$ cat src/common/present_pkg.sv
////////////////////////////////////////////////////////////
// PRESENT-128 cipher math shared by the round logic
// S-box, bit permutation and key schedule, both directions
////////////////////////////////////////////////////////////

package present_pkg;

  // 4-bit substitution box
  function automatic logic [3:0] sbox(input logic [3:0] x);
    logic [3:0] y;
    case (x)
      4'h0: y = 4'hc;
      4'h1: y = 4'h5;
      4'h2: y = 4'h6;
      4'h3: y = 4'hb;
      4'h4: y = 4'h9;
      4'h5: y = 4'h0;
      4'h6: y = 4'ha;
      4'h7: y = 4'hd;
      4'h8: y = 4'h3;
      4'h9: y = 4'he;
      4'ha: y = 4'hf;
      4'hb: y = 4'h8;
      4'hc: y = 4'h4;
      4'hd: y = 4'h7;
      4'he: y = 4'h1;
      default: y = 4'h2;
    endcase
    return y;
  endfunction

  // inverse box, table read back from sbox
  function automatic logic [3:0] sbox_inv(input logic [3:0] x);
    logic [3:0] y;
    case (x)
      4'h0: y = 4'h5;
      4'h1: y = 4'he;
      4'h2: y = 4'hf;
      4'h3: y = 4'h8;
      4'h4: y = 4'hc;
      4'h5: y = 4'h1;
      4'h6: y = 4'h2;
      4'h7: y = 4'hd;
      4'h8: y = 4'hb;
      4'h9: y = 4'h4;
      4'ha: y = 4'h6;
      4'hb: y = 4'h3;
      4'hc: y = 4'h0;
      4'hd: y = 4'h7;
      4'he: y = 4'h9;
      default: y = 4'ha;
    endcase
    return y;
  endfunction

  // bit i moves to 16*i mod 63, bit 63 stays in place
  function automatic logic [63:0] perm(input logic [63:0] s);
    logic [63:0] p;
    for (int i = 0; i < 63; i++) begin
      p[(16 * i) % 63] = s[i];
    end
    p[63] = s[63];
    return p;
  endfunction

  function automatic logic [63:0] perm_inv(input logic [63:0] s);
    logic [63:0] p;
    for (int i = 0; i < 63; i++) begin
      p[i] = s[(16 * i) % 63];
    end
    p[63] = s[63];
    return p;
  endfunction

  // rotate left by 61, two top nibbles through the box, round index into bits 66:62
  function automatic logic [127:0] key_update(input logic [127:0] k, input logic [4:0] idx);
    logic [127:0] r;
    r = {k[66:0], k[127:67]};
    r[127:124] = sbox(r[127:124]);
    r[123:120] = sbox(r[123:120]);
    r[66:62] = r[66:62] ^ idx;
    return r;
  endfunction

  // undoes key_update for the same round index
  function automatic logic [127:0] key_update_inv(input logic [127:0] k, input logic [4:0] idx);
    logic [127:0] r;
    r = k;
    r[66:62] = r[66:62] ^ idx;
    r[127:124] = sbox_inv(r[127:124]);
    r[123:120] = sbox_inv(r[123:120]);
    return {r[60:0], r[127:61]};
  endfunction

  // run the schedule forward over all rounds to get the key decryption starts from
  function automatic logic [127:0] dec_key_of(input logic [127:0] key, input logic [4:0] rounds);
    logic [127:0] k;
    k = key;
    for (int i = 1; i <= int'(rounds); i++) begin
      k = key_update(k, 5'(i));
    end
    return k;
  endfunction

endpackage

$ cat src/common/scrmbl_pkg.sv
////////////////////////////////////////////////////////////
// scrambler command set, sizes, selects and constant tables
////////////////////////////////////////////////////////////

package scrmbl_pkg;

  // block and key sizes of the cipher
  localparam int block_width = 64;
  localparam int key_width = 128;

  // rounds per command, index counts 1..num_rounds
  localparam int num_rounds = 31;
  typedef logic [4:0] round_idx_t;

  // table sizes and the select input covering both
  localparam int num_keys = 3;
  localparam int num_digest_sets = 2;
  localparam int sel_width = 2;

  // lookups are padded up to a power of two
  localparam int key_idx_width = $clog2(num_keys);
  localparam int digest_idx_width = $clog2(num_digest_sets);
  localparam int key_lut_size = 2 ** key_idx_width;
  localparam int digest_lut_size = 2 ** digest_idx_width;

  typedef enum logic [2:0] {
    cmd_decrypt         = 3'd0,
    cmd_encrypt         = 3'd1,
    cmd_load_shadow     = 3'd2,
    cmd_digest          = 3'd3,
    cmd_digest_init     = 3'd4,
    cmd_digest_finalize = 3'd5
  } scrmbl_cmd_e;

  // next data state source
  typedef enum logic [2:0] {
    sel_enc_out,
    sel_dec_out,
    sel_digest_state,
    sel_enc_xor,
    sel_data_in
  } data_sel_e;

  // next key state source
  typedef enum logic [2:0] {
    ksel_enc_round,
    ksel_dec_round,
    ksel_enc_table,
    ksel_dec_table,
    ksel_digest_const,
    ksel_digest_in
  } key_sel_e;

  localparam logic [key_width-1:0] key_table [num_keys] = '{
    128'h3ba1_21c5_e097_ddf9_c5d8_3b3c_4bba_cc44,
    128'h9e6f_0a42_d718_b3c5_64e1_2f8d_07ac_915b,
    128'h5c27_e8b0_41fd_9a36_c8f2_1d74_b06e_2a93
  };

  // finalization keys for the last digest step
  localparam logic [key_width-1:0] digest_const_table [num_digest_sets] = '{
    128'hd4a8_6f13_2bc9_e075_9f31_5ae6_0c8d_47b2,
    128'h71e3_b9c4_05da_8f62_2e97_c150_6ab8_f34d
  };

  // starting digest state per set
  localparam logic [block_width-1:0] digest_iv_table [num_digest_sets] = '{
    64'h8a3f_61d2_c94e_07b5,
    64'h2d76_e0b9_5f18_a3c4
  };

endpackage

$ cat src/common/scrmbl_ctrl_if.sv
////////////////////////////////////////////////////////////
// control lines from the sequencing FSM to the datapath
////////////////////////////////////////////////////////////

`timescale 1ns/100ps

interface scrmbl_ctrl_if;
  import scrmbl_pkg::*;

  // mux selects for the working registers
  data_sel_e data_sel;
  key_sel_e  key_sel;

  // register enables, single cycle
  logic data_en;
  logic key_en;
  logic shadow_load;
  logic digest_en;
  // digest register takes the IV instead of the feed-forward
  logic digest_init;

  // result is on the data state
  logic out_valid;

  modport fsm (
    output data_sel, key_sel, data_en, key_en,
    output shadow_load, digest_en, digest_init, out_valid
  );

  modport dp (
    input data_sel, key_sel, data_en, key_en,
    input shadow_load, digest_en, digest_init, out_valid
  );

endinterface

$ cat src/hw/present/present_round.sv
////////////////////////////////////////////////////////////
// one combinational PRESENT round with its key schedule step
// set decrypt for the inverse round
////////////////////////////////////////////////////////////

`timescale 1ns/100ps

module present_round #(
  parameter bit decrypt = 1'b0
) (
  input  logic [63:0]  data_i,
  input  logic [127:0] key_i,
  input  logic [4:0]   idx_i,
  output logic [63:0]  data_o,
  output logic [127:0] key_o,
  output logic [4:0]   idx_o
);
  import present_pkg::*;

  if (decrypt) begin : gen_dec
    logic [63:0] perm_out;
    logic [63:0] sub_out;

    // step the key back first, the round being undone used that key
    assign key_o = key_update_inv(key_i, idx_i);
    assign perm_out = perm_inv(data_i);

    always_comb begin
      for (int n = 0; n < 16; n++) begin
        sub_out[4*n +: 4] = sbox_inv(perm_out[4*n +: 4]);
      end
    end

    // round key is the upper half of the key state
    assign data_o = sub_out ^ key_o[127:64];
    assign idx_o = idx_i - 5'd1;

  end else begin : gen_enc
    logic [63:0] ark_out;
    logic [63:0] sub_out;

    // add round key from the current key state
    assign ark_out = data_i ^ key_i[127:64];

    always_comb begin
      for (int n = 0; n < 16; n++) begin
        sub_out[4*n +: 4] = sbox(ark_out[4*n +: 4]);
      end
    end

    assign data_o = perm(sub_out);
    // key for the next round
    assign key_o = key_update(key_i, idx_i);
    assign idx_o = idx_i + 5'd1;
  end

endmodule

$ cat src/hw/scrmbl/scrmbl_datapath.sv
////////////////////////////////////////////////////////////
// scrambler working registers, table lookups and round logic
// steered cycle by cycle through the control interface
////////////////////////////////////////////////////////////

`timescale 1ns/100ps

module scrmbl_datapath (
  input  logic                               clk_i,
  input  logic                               rst_ni,
  input  logic [scrmbl_pkg::sel_width-1:0]   sel_i,
  input  logic [scrmbl_pkg::block_width-1:0] data_i,
  output logic [scrmbl_pkg::block_width-1:0] data_o,
  scrmbl_ctrl_if.dp                          ctrl
);
  import scrmbl_pkg::*;
  import present_pkg::*;

  ////////////////////////////////////////////////////////////
  // constant lookups
  ////////////////////////////////////////////////////////////

  logic [key_width-1:0]   enc_key_lut      [key_lut_size];
  logic [key_width-1:0]   dec_key_lut      [key_lut_size];
  logic [key_width-1:0]   digest_const_lut [digest_lut_size];
  logic [block_width-1:0] digest_iv_lut    [digest_lut_size];

  // unused pad entries read as zero
  for (genvar k = 0; k < key_lut_size; k++) begin : gen_key_lut
    if (k < num_keys) begin : gen_used
      // decrypt starts from the last round key
      localparam logic [key_width-1:0] dec_key =
          dec_key_of(key_table[k], round_idx_t'(num_rounds));
      assign enc_key_lut[k] = key_table[k];
      assign dec_key_lut[k] = dec_key;
    end else begin : gen_pad
      assign enc_key_lut[k] = '0;
      assign dec_key_lut[k] = '0;
    end
  end

  for (genvar k = 0; k < digest_lut_size; k++) begin : gen_digest_lut
    if (k < num_digest_sets) begin : gen_used
      assign digest_const_lut[k] = digest_const_table[k];
      assign digest_iv_lut[k]    = digest_iv_table[k];
    end else begin : gen_pad
      assign digest_const_lut[k] = '0;
      assign digest_iv_lut[k]    = '0;
    end
  end

  logic [key_width-1:0]   enc_key_mux, dec_key_mux, digest_const_mux;
  logic [block_width-1:0] digest_iv_mux;

  assign enc_key_mux      = enc_key_lut[sel_i[key_idx_width-1:0]];
  assign dec_key_mux      = dec_key_lut[sel_i[key_idx_width-1:0]];
  assign digest_const_mux = digest_const_lut[sel_i[digest_idx_width-1:0]];
  assign digest_iv_mux    = digest_iv_lut[sel_i[digest_idx_width-1:0]];

  ////////////////////////////////////////////////////////////
  // rounds and next state muxing
  ////////////////////////////////////////////////////////////

  logic [key_width-1:0]   key_state_d, key_state_q, enc_key_out, dec_key_out;
  round_idx_t             idx_state_d, idx_state_q, enc_idx_out, dec_idx_out;
  logic [block_width-1:0] data_state_d, data_state_q, data_shadow_q;
  logic [block_width-1:0] digest_state_d, digest_state_q;
  logic [block_width-1:0] enc_data_out, dec_data_out, enc_xor;

  present_round #(.decrypt(1'b0)) u_enc_round (
    .data_i (data_state_q),
    .key_i  (key_state_q),
    .idx_i  (idx_state_q),
    .data_o (enc_data_out),
    .key_o  (enc_key_out),
    .idx_o  (enc_idx_out)
  );

  present_round #(.decrypt(1'b1)) u_dec_round (
    .data_i (data_state_q),
    .key_i  (key_state_q),
    .idx_i  (idx_state_q),
    .data_o (dec_data_out),
    .key_o  (dec_key_out),
    .idx_o  (dec_idx_out)
  );

  // davies-meyer feed-forward
  assign enc_xor = enc_data_out ^ digest_state_q;

  always_comb begin
    case (ctrl.data_sel)
      sel_enc_out:      data_state_d = enc_data_out;
      sel_dec_out:      data_state_d = dec_data_out;
      sel_digest_state: data_state_d = digest_state_q;
      sel_enc_xor:      data_state_d = enc_xor;
      default:          data_state_d = data_i;
    endcase

    // digest input key is the new block over the shadow half
    case (ctrl.key_sel)
      ksel_enc_round:    key_state_d = enc_key_out;
      ksel_dec_round:    key_state_d = dec_key_out;
      ksel_enc_table:    key_state_d = enc_key_mux;
      ksel_dec_table:    key_state_d = dec_key_mux;
      ksel_digest_const: key_state_d = digest_const_mux;
      default:           key_state_d = {data_i, data_shadow_q};
    endcase

    // index counts down from the top for decrypt, up from 1 otherwise
    case (ctrl.key_sel)
      ksel_enc_round: idx_state_d = enc_idx_out;
      ksel_dec_round: idx_state_d = dec_idx_out;
      ksel_dec_table: idx_state_d = round_idx_t'(num_rounds);
      default:        idx_state_d = round_idx_t'(1);
    endcase
  end

  assign digest_state_d = ctrl.digest_init ? digest_iv_mux : enc_xor;

  always_ff @(posedge clk_i or negedge rst_ni) begin
    if (!rst_ni) begin
      key_state_q    <= '0;
      idx_state_q    <= '0;
      data_state_q   <= '0;
      data_shadow_q  <= '0;
      digest_state_q <= '0;
    end else begin
      if (ctrl.key_en) begin
        key_state_q <= key_state_d;
        idx_state_q <= idx_state_d;
      end
      if (ctrl.data_en) begin
        data_state_q <= data_state_d;
      end
      if (ctrl.shadow_load) begin
        data_shadow_q <= data_i;
      end
      if (ctrl.digest_en) begin
        digest_state_q <= digest_state_d;
      end
    end
  end

  // result only shows during the valid cycle
  assign data_o = ctrl.out_valid ? data_state_q : '0;

endmodule

$ cat src/hw/scrmbl/scrmbl_fsm.sv
////////////////////////////////////////////////////////////
// command decode and round sequencing for the scrambler
// drives the datapath selects and the valid/ready handshake
////////////////////////////////////////////////////////////

`timescale 1ns/100ps

module scrmbl_fsm (
  input  logic                    clk_i,
  input  logic                    rst_ni,
  input  scrmbl_pkg::scrmbl_cmd_e cmd_i,
  input  logic                    valid_i,
  output logic                    ready_o,
  output logic                    valid_o,
  scrmbl_ctrl_if.fsm              ctrl
);
  import scrmbl_pkg::*;

  typedef enum logic [1:0] {
    st_idle,
    st_decrypt,
    st_encrypt,
    st_digest
  } state_e;

  state_e     state_d, state_q;
  round_idx_t cnt_d, cnt_q;
  logic       last_round;
  logic       valid_d, valid_q;

  data_sel_e  data_sel;
  key_sel_e   key_sel;
  logic       data_en, key_en, shadow_load, digest_en, digest_init;

  // counter holds rounds done so far
  assign last_round = (cnt_q == round_idx_t'(num_rounds - 1));

  ////////////////////////////////////////////////////////////
  // next state and control decode
  ////////////////////////////////////////////////////////////

  always_comb begin
    state_d     = state_q;
    cnt_d       = cnt_q;
    valid_d     = 1'b0;
    ready_o     = 1'b0;
    data_sel    = sel_data_in;
    key_sel     = ksel_digest_in;
    data_en     = 1'b0;
    key_en      = 1'b0;
    shadow_load = 1'b0;
    digest_en   = 1'b0;
    digest_init = 1'b0;

    case (state_q)
      st_idle: begin
        ready_o = 1'b1;
        cnt_d   = '0;
        if (valid_i) begin
          case (cmd_i)
            cmd_decrypt: begin
              state_d = st_decrypt;
              key_sel = ksel_dec_table;
              data_en = 1'b1;
              key_en  = 1'b1;
            end
            cmd_encrypt: begin
              state_d = st_encrypt;
              key_sel = ksel_enc_table;
              data_en = 1'b1;
              key_en  = 1'b1;
            end
            // lower half of the next digest key
            cmd_load_shadow: shadow_load = 1'b1;
            cmd_digest: begin
              state_d  = st_digest;
              data_sel = sel_digest_state;
              key_sel  = ksel_digest_in;
              data_en  = 1'b1;
              key_en   = 1'b1;
            end
            cmd_digest_init: begin
              digest_init = 1'b1;
              digest_en   = 1'b1;
            end
            cmd_digest_finalize: begin
              state_d  = st_digest;
              data_sel = sel_digest_state;
              key_sel  = ksel_digest_const;
              data_en  = 1'b1;
              key_en   = 1'b1;
            end
            default: ;
          endcase
        end
      end
      st_decrypt: begin
        data_sel = sel_dec_out;
        key_sel  = ksel_dec_round;
        data_en  = 1'b1;
        key_en   = 1'b1;
        cnt_d    = cnt_q + round_idx_t'(1);
        if (last_round) begin
          state_d = st_idle;
          valid_d = 1'b1;
        end
      end
      st_encrypt: begin
        data_sel = sel_enc_out;
        key_sel  = ksel_enc_round;
        data_en  = 1'b1;
        key_en   = 1'b1;
        cnt_d    = cnt_q + round_idx_t'(1);
        if (last_round) begin
          state_d = st_idle;
          valid_d = 1'b1;
        end
      end
      // digest steps run the forward cipher
      st_digest: begin
        data_sel = sel_enc_out;
        key_sel  = ksel_enc_round;
        data_en  = 1'b1;
        key_en   = 1'b1;
        cnt_d    = cnt_q + round_idx_t'(1);
        if (last_round) begin
          state_d = st_idle;
          valid_d = 1'b1;
          // davies-meyer feed-forward, kept apart so encrypts can interleave
          data_sel  = sel_enc_xor;
          digest_en = 1'b1;
        end
      end
      default: state_d = st_idle;
    endcase
  end

  always_ff @(posedge clk_i or negedge rst_ni) begin
    if (!rst_ni) begin
      state_q <= st_idle;
      cnt_q   <= '0;
      valid_q <= 1'b0;
    end else begin
      state_q <= state_d;
      cnt_q   <= cnt_d;
      valid_q <= valid_d;
    end
  end

  assign valid_o = valid_q;

  // control out to the datapath
  assign ctrl.data_sel    = data_sel;
  assign ctrl.key_sel     = key_sel;
  assign ctrl.data_en     = data_en;
  assign ctrl.key_en      = key_en;
  assign ctrl.shadow_load = shadow_load;
  assign ctrl.digest_en   = digest_en;
  assign ctrl.digest_init = digest_init;
  assign ctrl.out_valid   = valid_q;

endmodule

$ cat src/hw/scrmbl_top.sv
////////////////////////////////////////////////////////////
// scrambler top level, one command in flight at a time
////////////////////////////////////////////////////////////

`timescale 1ns/100ps

module scrmbl_top (
  input  logic                               clk_i,
  input  logic                               rst_ni,
  // command side
  input  scrmbl_pkg::scrmbl_cmd_e            cmd_i,
  input  logic [scrmbl_pkg::sel_width-1:0]   sel_i,
  input  logic [scrmbl_pkg::block_width-1:0] data_i,
  input  logic                               valid_i,
  output logic                               ready_o,
  // result side, one-cycle pulse
  output logic [scrmbl_pkg::block_width-1:0] data_o,
  output logic                               valid_o
);

  scrmbl_ctrl_if u_ctrl_if ();

  scrmbl_fsm u_fsm (
    .clk_i   (clk_i),
    .rst_ni  (rst_ni),
    .cmd_i   (cmd_i),
    .valid_i (valid_i),
    .ready_o (ready_o),
    .valid_o (valid_o),
    .ctrl    (u_ctrl_if.fsm)
  );

  scrmbl_datapath u_datapath (
    .clk_i  (clk_i),
    .rst_ni (rst_ni),
    .sel_i  (sel_i),
    .data_i (data_i),
    .data_o (data_o),
    .ctrl   (u_ctrl_if.dp)
  );

endmodule

$ cat config.mk
export PLATFORM = sky130hd
export DESIGN_NAME = scrmbl_top
export DESIGN_NICKNAME = d
export VERILOG_FILES = /design/src/common/present_pkg.sv /design/src/common/scrmbl_pkg.sv /design/src/common/scrmbl_ctrl_if.sv /design/src/hw/present/present_round.sv /design/src/hw/scrmbl/scrmbl_datapath.sv /design/src/hw/scrmbl/scrmbl_fsm.sv /design/src/hw/scrmbl_top.sv
export SDC_FILE = /design/constraint.sdc
export NUM_CORES = 1
export LEC_CHECK = 0
export BUFFER_PORTS_ARGS = -buffer_cell sky130_fd_sc_hd__buf_2
export CAP_MARGIN = 20
export CORE_MARGIN = 4
export CORE_UTILIZATION = 30
export DETAILED_ROUTE_END_ITERATION = 16
export PLACE_DENSITY_LB_ADDON = 0.3
export SYNTH_ARGS = -nofsm -noshare
export SYNTH_HDL_FRONTEND = slang
export SYNTH_SLANG_ARGS = --single-unit
$ cat constraint.sdc
create_clock -name clk_i -period 2.95 [get_ports clk_i]
set_clock_uncertainty 0.2 [all_clocks]
set_input_delay 0.295 -clock clk_i [delete_from_list [all_inputs] [get_ports clk_i]]
set_output_delay 0.295 -clock clk_i [all_outputs]
set_load 0.005 [all_outputs]
# ---- Word-level counts from Yosys, hierarchy flattened
# Memory sizes are Yosys's and may differ from the RTL's.
# Cells that the tools add are included.
dict set report op_classes {
  magnitude_cmp 2
  addsub 3
  bitwise_logic 7
  reduce_logical 9
  n_mux 42
  eq_ne 19
}
# op count
set op_table {}
lappend op_table {{$mux W128} 7}
lappend op_table {{$pmux W128 S5} 1}
lappend op_table {{$bmux W128 S2} 2}
lappend op_table {{$mux W64} 5}
lappend op_table {{$pmux W64 S4} 1}
lappend op_table {{$xor A64 B64 Y64} 3}
lappend op_table {{$eq A3 B2 Y1 const B} 6}
lappend op_table {{$pmux W3 S3} 2}
lappend op_table {{$pmux W5 S3} 1}
lappend op_table {{$pmux W3 S4} 1}
lappend op_table {{$mux W1} 11}
lappend op_table {{$add A5 B1 Y5 const B} 2}
lappend op_table {{$pmux W5 S2} 1}
lappend op_table {{$xor A5 B5 Y5} 2}
lappend op_table {{$eq A3 B1 Y1 const B} 3}
lappend op_table {{$eq A3 B3 Y1 const B} 3}
lappend op_table {{$logic_not A3 Y1} 3}
lappend op_table {{$mux W3} 3}
lappend op_table {{$mux W2} 3}
lappend op_table {{$pmux W2 S3} 1}
lappend op_table {{$eq A5 B5 Y1 const B} 1}
lappend op_table {{$sub A5 B1 Y5 const B} 1}
lappend op_table {{$eq A2 B2 Y1 const B} 2}
lappend op_table {{$ne A4 B4 Y1 const B} 1}
lappend op_table {{14 further kinds} 16}
dict set report word_totals {
  ff_bits 333
  n_memories 36
  word_cells 126
  inputBits 72
  romBits 2304
}
# name depth word_bits rd rd_clocked_by_memory_dff write_ports line_no
set mem_list {}
lappend mem_list {{(no name shown)} 16 4 1 0 0 present_pkg.sv:35} ;# case (x)
lappend mem_list {{(no name shown)} 16 4 1 0 0 present_pkg.sv:35}
lappend mem_list {{(no name shown)} 16 4 1 0 0 present_pkg.sv:35}
lappend mem_list {{(no name shown)} 16 4 1 0 0 present_pkg.sv:35}
lappend mem_list {{(no name shown)} 16 4 1 0 0 present_pkg.sv:35}
lappend mem_list {{(no name shown)} 16 4 1 0 0 present_pkg.sv:35}
lappend mem_list {{+30 memories} -- -- -- -- -- --}

# ---- Logic depth before layout (Yosys ltp)
dict set report logic_depth {
  word_depth 7
  ltp_mapped 11
  ltp_nobuf 10
}

# ---- Hierarchy
# A second synthesis with hierarchy kept.
dict set report unflattened {
  cells_unflattened 3407
  area_unflattened_um2 30067.6
}
# module n_inst seq_area_each_um2 cells_each area_each_um2
set modules_own_cells {}
lappend modules_own_cells {scrmbl_datapath 1 8132.8 2227 19799.0}
lappend modules_own_cells {{present_round at u_datapath.u_dec_round} 1 0.0 621 5181.2}
lappend modules_own_cells {{present_round at u_datapath.u_enc_round} 1 0.0 491 4470.5}
lappend modules_own_cells {scrmbl_fsm 1 200.2 68 616.8}

# ---- Worst setup path after synthesis
# OpenSTA, ideal clock, no wires.
dict set report synth_path {
  path_type {register to register}
  start {reg u_fsm.state_q[1]}
  end {reg u_datapath.data_state_q[51]}
  synth_period_minus_slack_ns 2.648
  path_buffers 3
  stages_incl_launch_ff 12
  t_required_ns 2.611
  t_arrival_ns 2.310
  setup_ns 0.139
  path_slack_ns 0.302
  path_cell_list {dfrtp_1 > inv_1 > ha_1 > or4b_1 > clkbuf_1 > a21oi_2 > a21o_1 > buf_6 > nand2_2 > buf_2 > o22ai_1 > a21oi_1}
}
dict set report synth_between {
  elab_chain_cells 4
  word_cells_on_any_way 12
  cone_classes {eq/ne: 6; mux: 3; reduce/logical: 3}
}
# item line_no
set synth_rtl {}
lappend synth_rtl {{start: declaration} scrmbl_fsm.sv:26} ;# state_e state_d, state_q;
lappend synth_rtl {{start signal: assignment} scrmbl_fsm.sv:140} ;# state_q <= st_idle;
lappend synth_rtl {{start signal: assignment} scrmbl_fsm.sv:144} ;# state_q <= state_d;
lappend synth_rtl {{$eq A2 B2 Y1 (tied with other cells)} scrmbl_fsm.sv:55} ;# case (state_q)
lappend synth_rtl {{$pmux W3 S4} scrmbl_fsm.sv:55}
lappend synth_rtl {{$eq A3 B2 Y1 (tied with other cells)} scrmbl_datapath.sv:92} ;# case (ctrl.data_sel)
lappend synth_rtl {{$pmux W64 S4} scrmbl_datapath.sv:92}
lappend synth_rtl {{end signal: assignment} scrmbl_datapath.sv:134} ;# data_state_q <= data_state_d;
lappend synth_rtl {{end: declaration} scrmbl_datapath.sv:66} ;# logic [block_width-1:0] data_state_d, data_state_q, data_shadow_q;
# Several ways; a longest one is shown, not always the timed one.
# A chain may end at the register's enable or synchronous reset.

# ---- Worst setup path after layout
dict set report layout_path {
  start {reg u_fsm.state_q[0]}
  end {reg u_datapath.data_state_q[31]}
}
# Same word-level chain as after synthesis.

==> impl_metrics.env <==
export IMPL_cts_buffer_depth=3
export IMPL_globalplace_congestion=1.01
export IMPL_syn_num_nets=3373
export IMPL_grt_setup_unrepaired="false"
export IMPL_min_period_ns=2.89
export IMPL_start_kind="register"
export IMPL_cts_tree="yes"
export IMPL_final_common_cell="dfrtp_1"
export IMPL_ys_seq_area_share_pct=30.6
export IMPL_crit_fanout=28
export IMPL_cts_setup_buffers=0
export IMPL_syn_cell_area_mm2=0.0273
export IMPL_syn_to_final_growth_pct=22.8
export IMPL_yosysWarningCount=0
export IMPL_num_rows=110
export IMPL_avgSynthCellArea_um2=8.82
export IMPL_grt_usage_pct=27.5
export IMPL_h_tree_depth=2
export IMPL_synth_async_reset_ratio_pct=100
export IMPL_worstHoldPathType="in2async"
export IMPL_hold_slack_ns=0.0512
export IMPL_hold_viol=0
export IMPL_ys_types=77
export IMPL_first_pass_iters=6
export IMPL_ant_nets=0
export IMPL_overflow=0
export IMPL_finalSetupViolCount=0
export IMPL_die_h_um=310
export IMPL_grt_pass1_vias=25525
export IMPL_critical_path_arrival_ns=3.13
export IMPL_finalCritPeriodShare_pct=97.9
export IMPL_path_clk_slew_ns=0.06
export IMPL_antenna_found_initial=12
export IMPL_crit_start="u_fsm.state_q[0]"
export IMPL_initial_utilization_pct=30.3
export IMPL_tightest_slew_ns=0.831
export IMPL_cts_buffers_inserted=41
export IMPL_dieArea_mm2=0.0958
export IMPL_grt_max_degree=115
export IMPL_worst_setup_path_end_kind="register"
export IMPL_post_drt_wl_per_cell_um=29.1
export IMPL_final_cell_mix="325 x dfrtp_1, 298 x nor2_1, 282 x buf_4, 269 x o21ai_0, 264 x a21oi_1"
export IMPL_timing_setup_tns_ns=0
export IMPL_max_cap_violations=0
export IMPL_cts_root_buf="clkbuf_16"
export IMPL_reg2reg_slack_ns=0.06
export IMPL_final_net_count=3713
export IMPL_max_freq_mhz=346
export IMPL_core_mm2=0.0901
export IMPL_clock_sinks=333
export IMPL_reg2reg_from="u_fsm.state_q[0]"
export IMPL_drtIter0Drc=3222
export IMPL_synth_cells=3093
export IMPL_num_vias=27065
export IMPL_drive_above_1_share_pct=20.3
export IMPL_synth_edf_count=0
export IMPL_status="completed"
export IMPL_num_fill_cells=9135
export IMPL_synth_ff_type="dfrtp_1"
export IMPL_drc=0
export IMPL_routed_via_density=5.84
export IMPL_wl_um=135000
export IMPL_slew_violations=0
export IMPL_io_pins=138
export IMPL_required_ns=3.19
export IMPL_dp_hpwl_um=105000
export IMPL_die_x_um=310
export IMPL_synth_seq_cells=333
export IMPL_worst_setup_path_type="reg2reg"
export IMPL_clk_latency_ns=0.59
export IMPL_grt_pass1_wl_um=190000
export IMPL_slew_headroom_pct=44.6
export IMPL_numPortBuffers=137
[routing by layer]
metal | GRT usage [%] | share of wire, %
met5 | 0 | 0.0081
met1 | 35.8 | 40
met3 | 5.12 | 9.3
met2 | 42.5 | 44
met4 | 16.3 | 7.2
[final timing paths]
| check | end | depth (start not counted) |
|---|---|---|
| max in group asynchronous | u_fsm.ctrl.out_valid | 3 |
| min in group clk_i | u_fsm.state_q[0] | 4 |
| max | u_datapath.data_state_q[31] | 10 |
| min | u_datapath.key_state_q[23] | 2 |
| min reg2reg | u_datapath.digest_state_q[7] | 1 |
| max reg2reg | u_datapath.data_state_q[31] | 10 |
[cells in the mapped netlist (all sizes together) (71+ instances only)]
master | count | area share (%)
dfrtp | 333 | 31
nor2 | 300 | 4.1
o21ai | 271 | 5.0
a21oi | 268 | 4.9
ha | 208 | 9.5
mux2i | 197 | 7.2
nand2 | 191 | 2.6
inv | 145 | 2.0
clkbuf | 142 | 2.0
o22ai | 134 | 3.1
xnor2 | 108 | 3.5
xor2 | 94 | 3.1
buf | 82 | 1.6
mux2 | 79 | 3.3
and2 | 71 | 1.6
[stage by stage]
| stage | instances | setup WS (ns) | utilization, % | instance area, um2 |
|---|---|---|---|---|
| 2_1_floorplan | 3093 | 0.302 | - | 27300 |
| 3_5_place_dp | 4501 | 0.0329 | 34.9 | 31500 |
| 4_1_cts | 4632 | 0.0267 | 37.1 | 33400 |
| 6_report | 4638 | 0.0622 | 37.2 | 33500 |
| 5_1_grt | 4633 | 0.00110 | 37.1 | 33500 |
| 3_3_place_gp | 4501 | 0.0376 | 34.9 | 31500 |
[critical path, cell delays in order (launching register included)]
cell and delay, ns:
dfrtp_1 0.45, inv_1 0.11, ha_4 0.22, or4b_1 0.57
a21oi_2 0.16, buf_4 0.17, a21oi_4 0.04, buf_12 0.16
o21ai_0 0.34, buf_4 0.23, o22ai_1 0.08
[registers in the layout (all words and copies together) (netlist names)]
signal,cells
u_fsm.cnt_q,5
u_datapath.digest_state_q,64
u_datapath.idx_state_q,5
u_datapath.key_state_q,128
u_datapath.data_shadow_q,64
u_fsm.state_q,2
u_fsm.ctrl.out_valid,1
u_datapath.data_state_q,64
[cell families (layout without fill, tap and decap cells)]
group	after synthesis	in the layout	synth area share, %
buffers and inverters	370	733	5.53
adders and majority gates	209	209	9.58
and+or+nand+nor	684	684	11.2
other	0	6	0
AOI/OAI and AO/OA	966	966	21.6
muxes	329	329	14.9
DFF	333	333	30.6
xor gates and xnor gates	202	202	6.64
[what timing repair did]
| action | CTS | global route |
|---|---|---|
| hold buffers | 65 | 0 |
| endpoints found under the hold margin | 419 | 0 |
| resized for setup | 0 | 16 |
| setup endpoints to repair | 0 | 30 |
[layout make-up]
| type | count | area [um2] | area share [%] |
|---|---|---|---|
| inverter | 146 | 548 | 1.64 |
| clock buffer | 59 | 1220 | 3.66 |
| clock inverter | 7 | 96.3 | 0.288 |
| tap | 1176 | 1470 | 4.39 |
| timing repair buffer | 521 | 4200 | 12.6 |
| sequential | 333 | 8340 | 24.9 |
| multi-input combinational | 2390 | 17600 | 52.5 |
| antenna | 6 | 15.0 | 0.0448 |
Power is not shown: default switching activity piles up to over one toggle a cycle in this logic, so the estimate is an artifact.
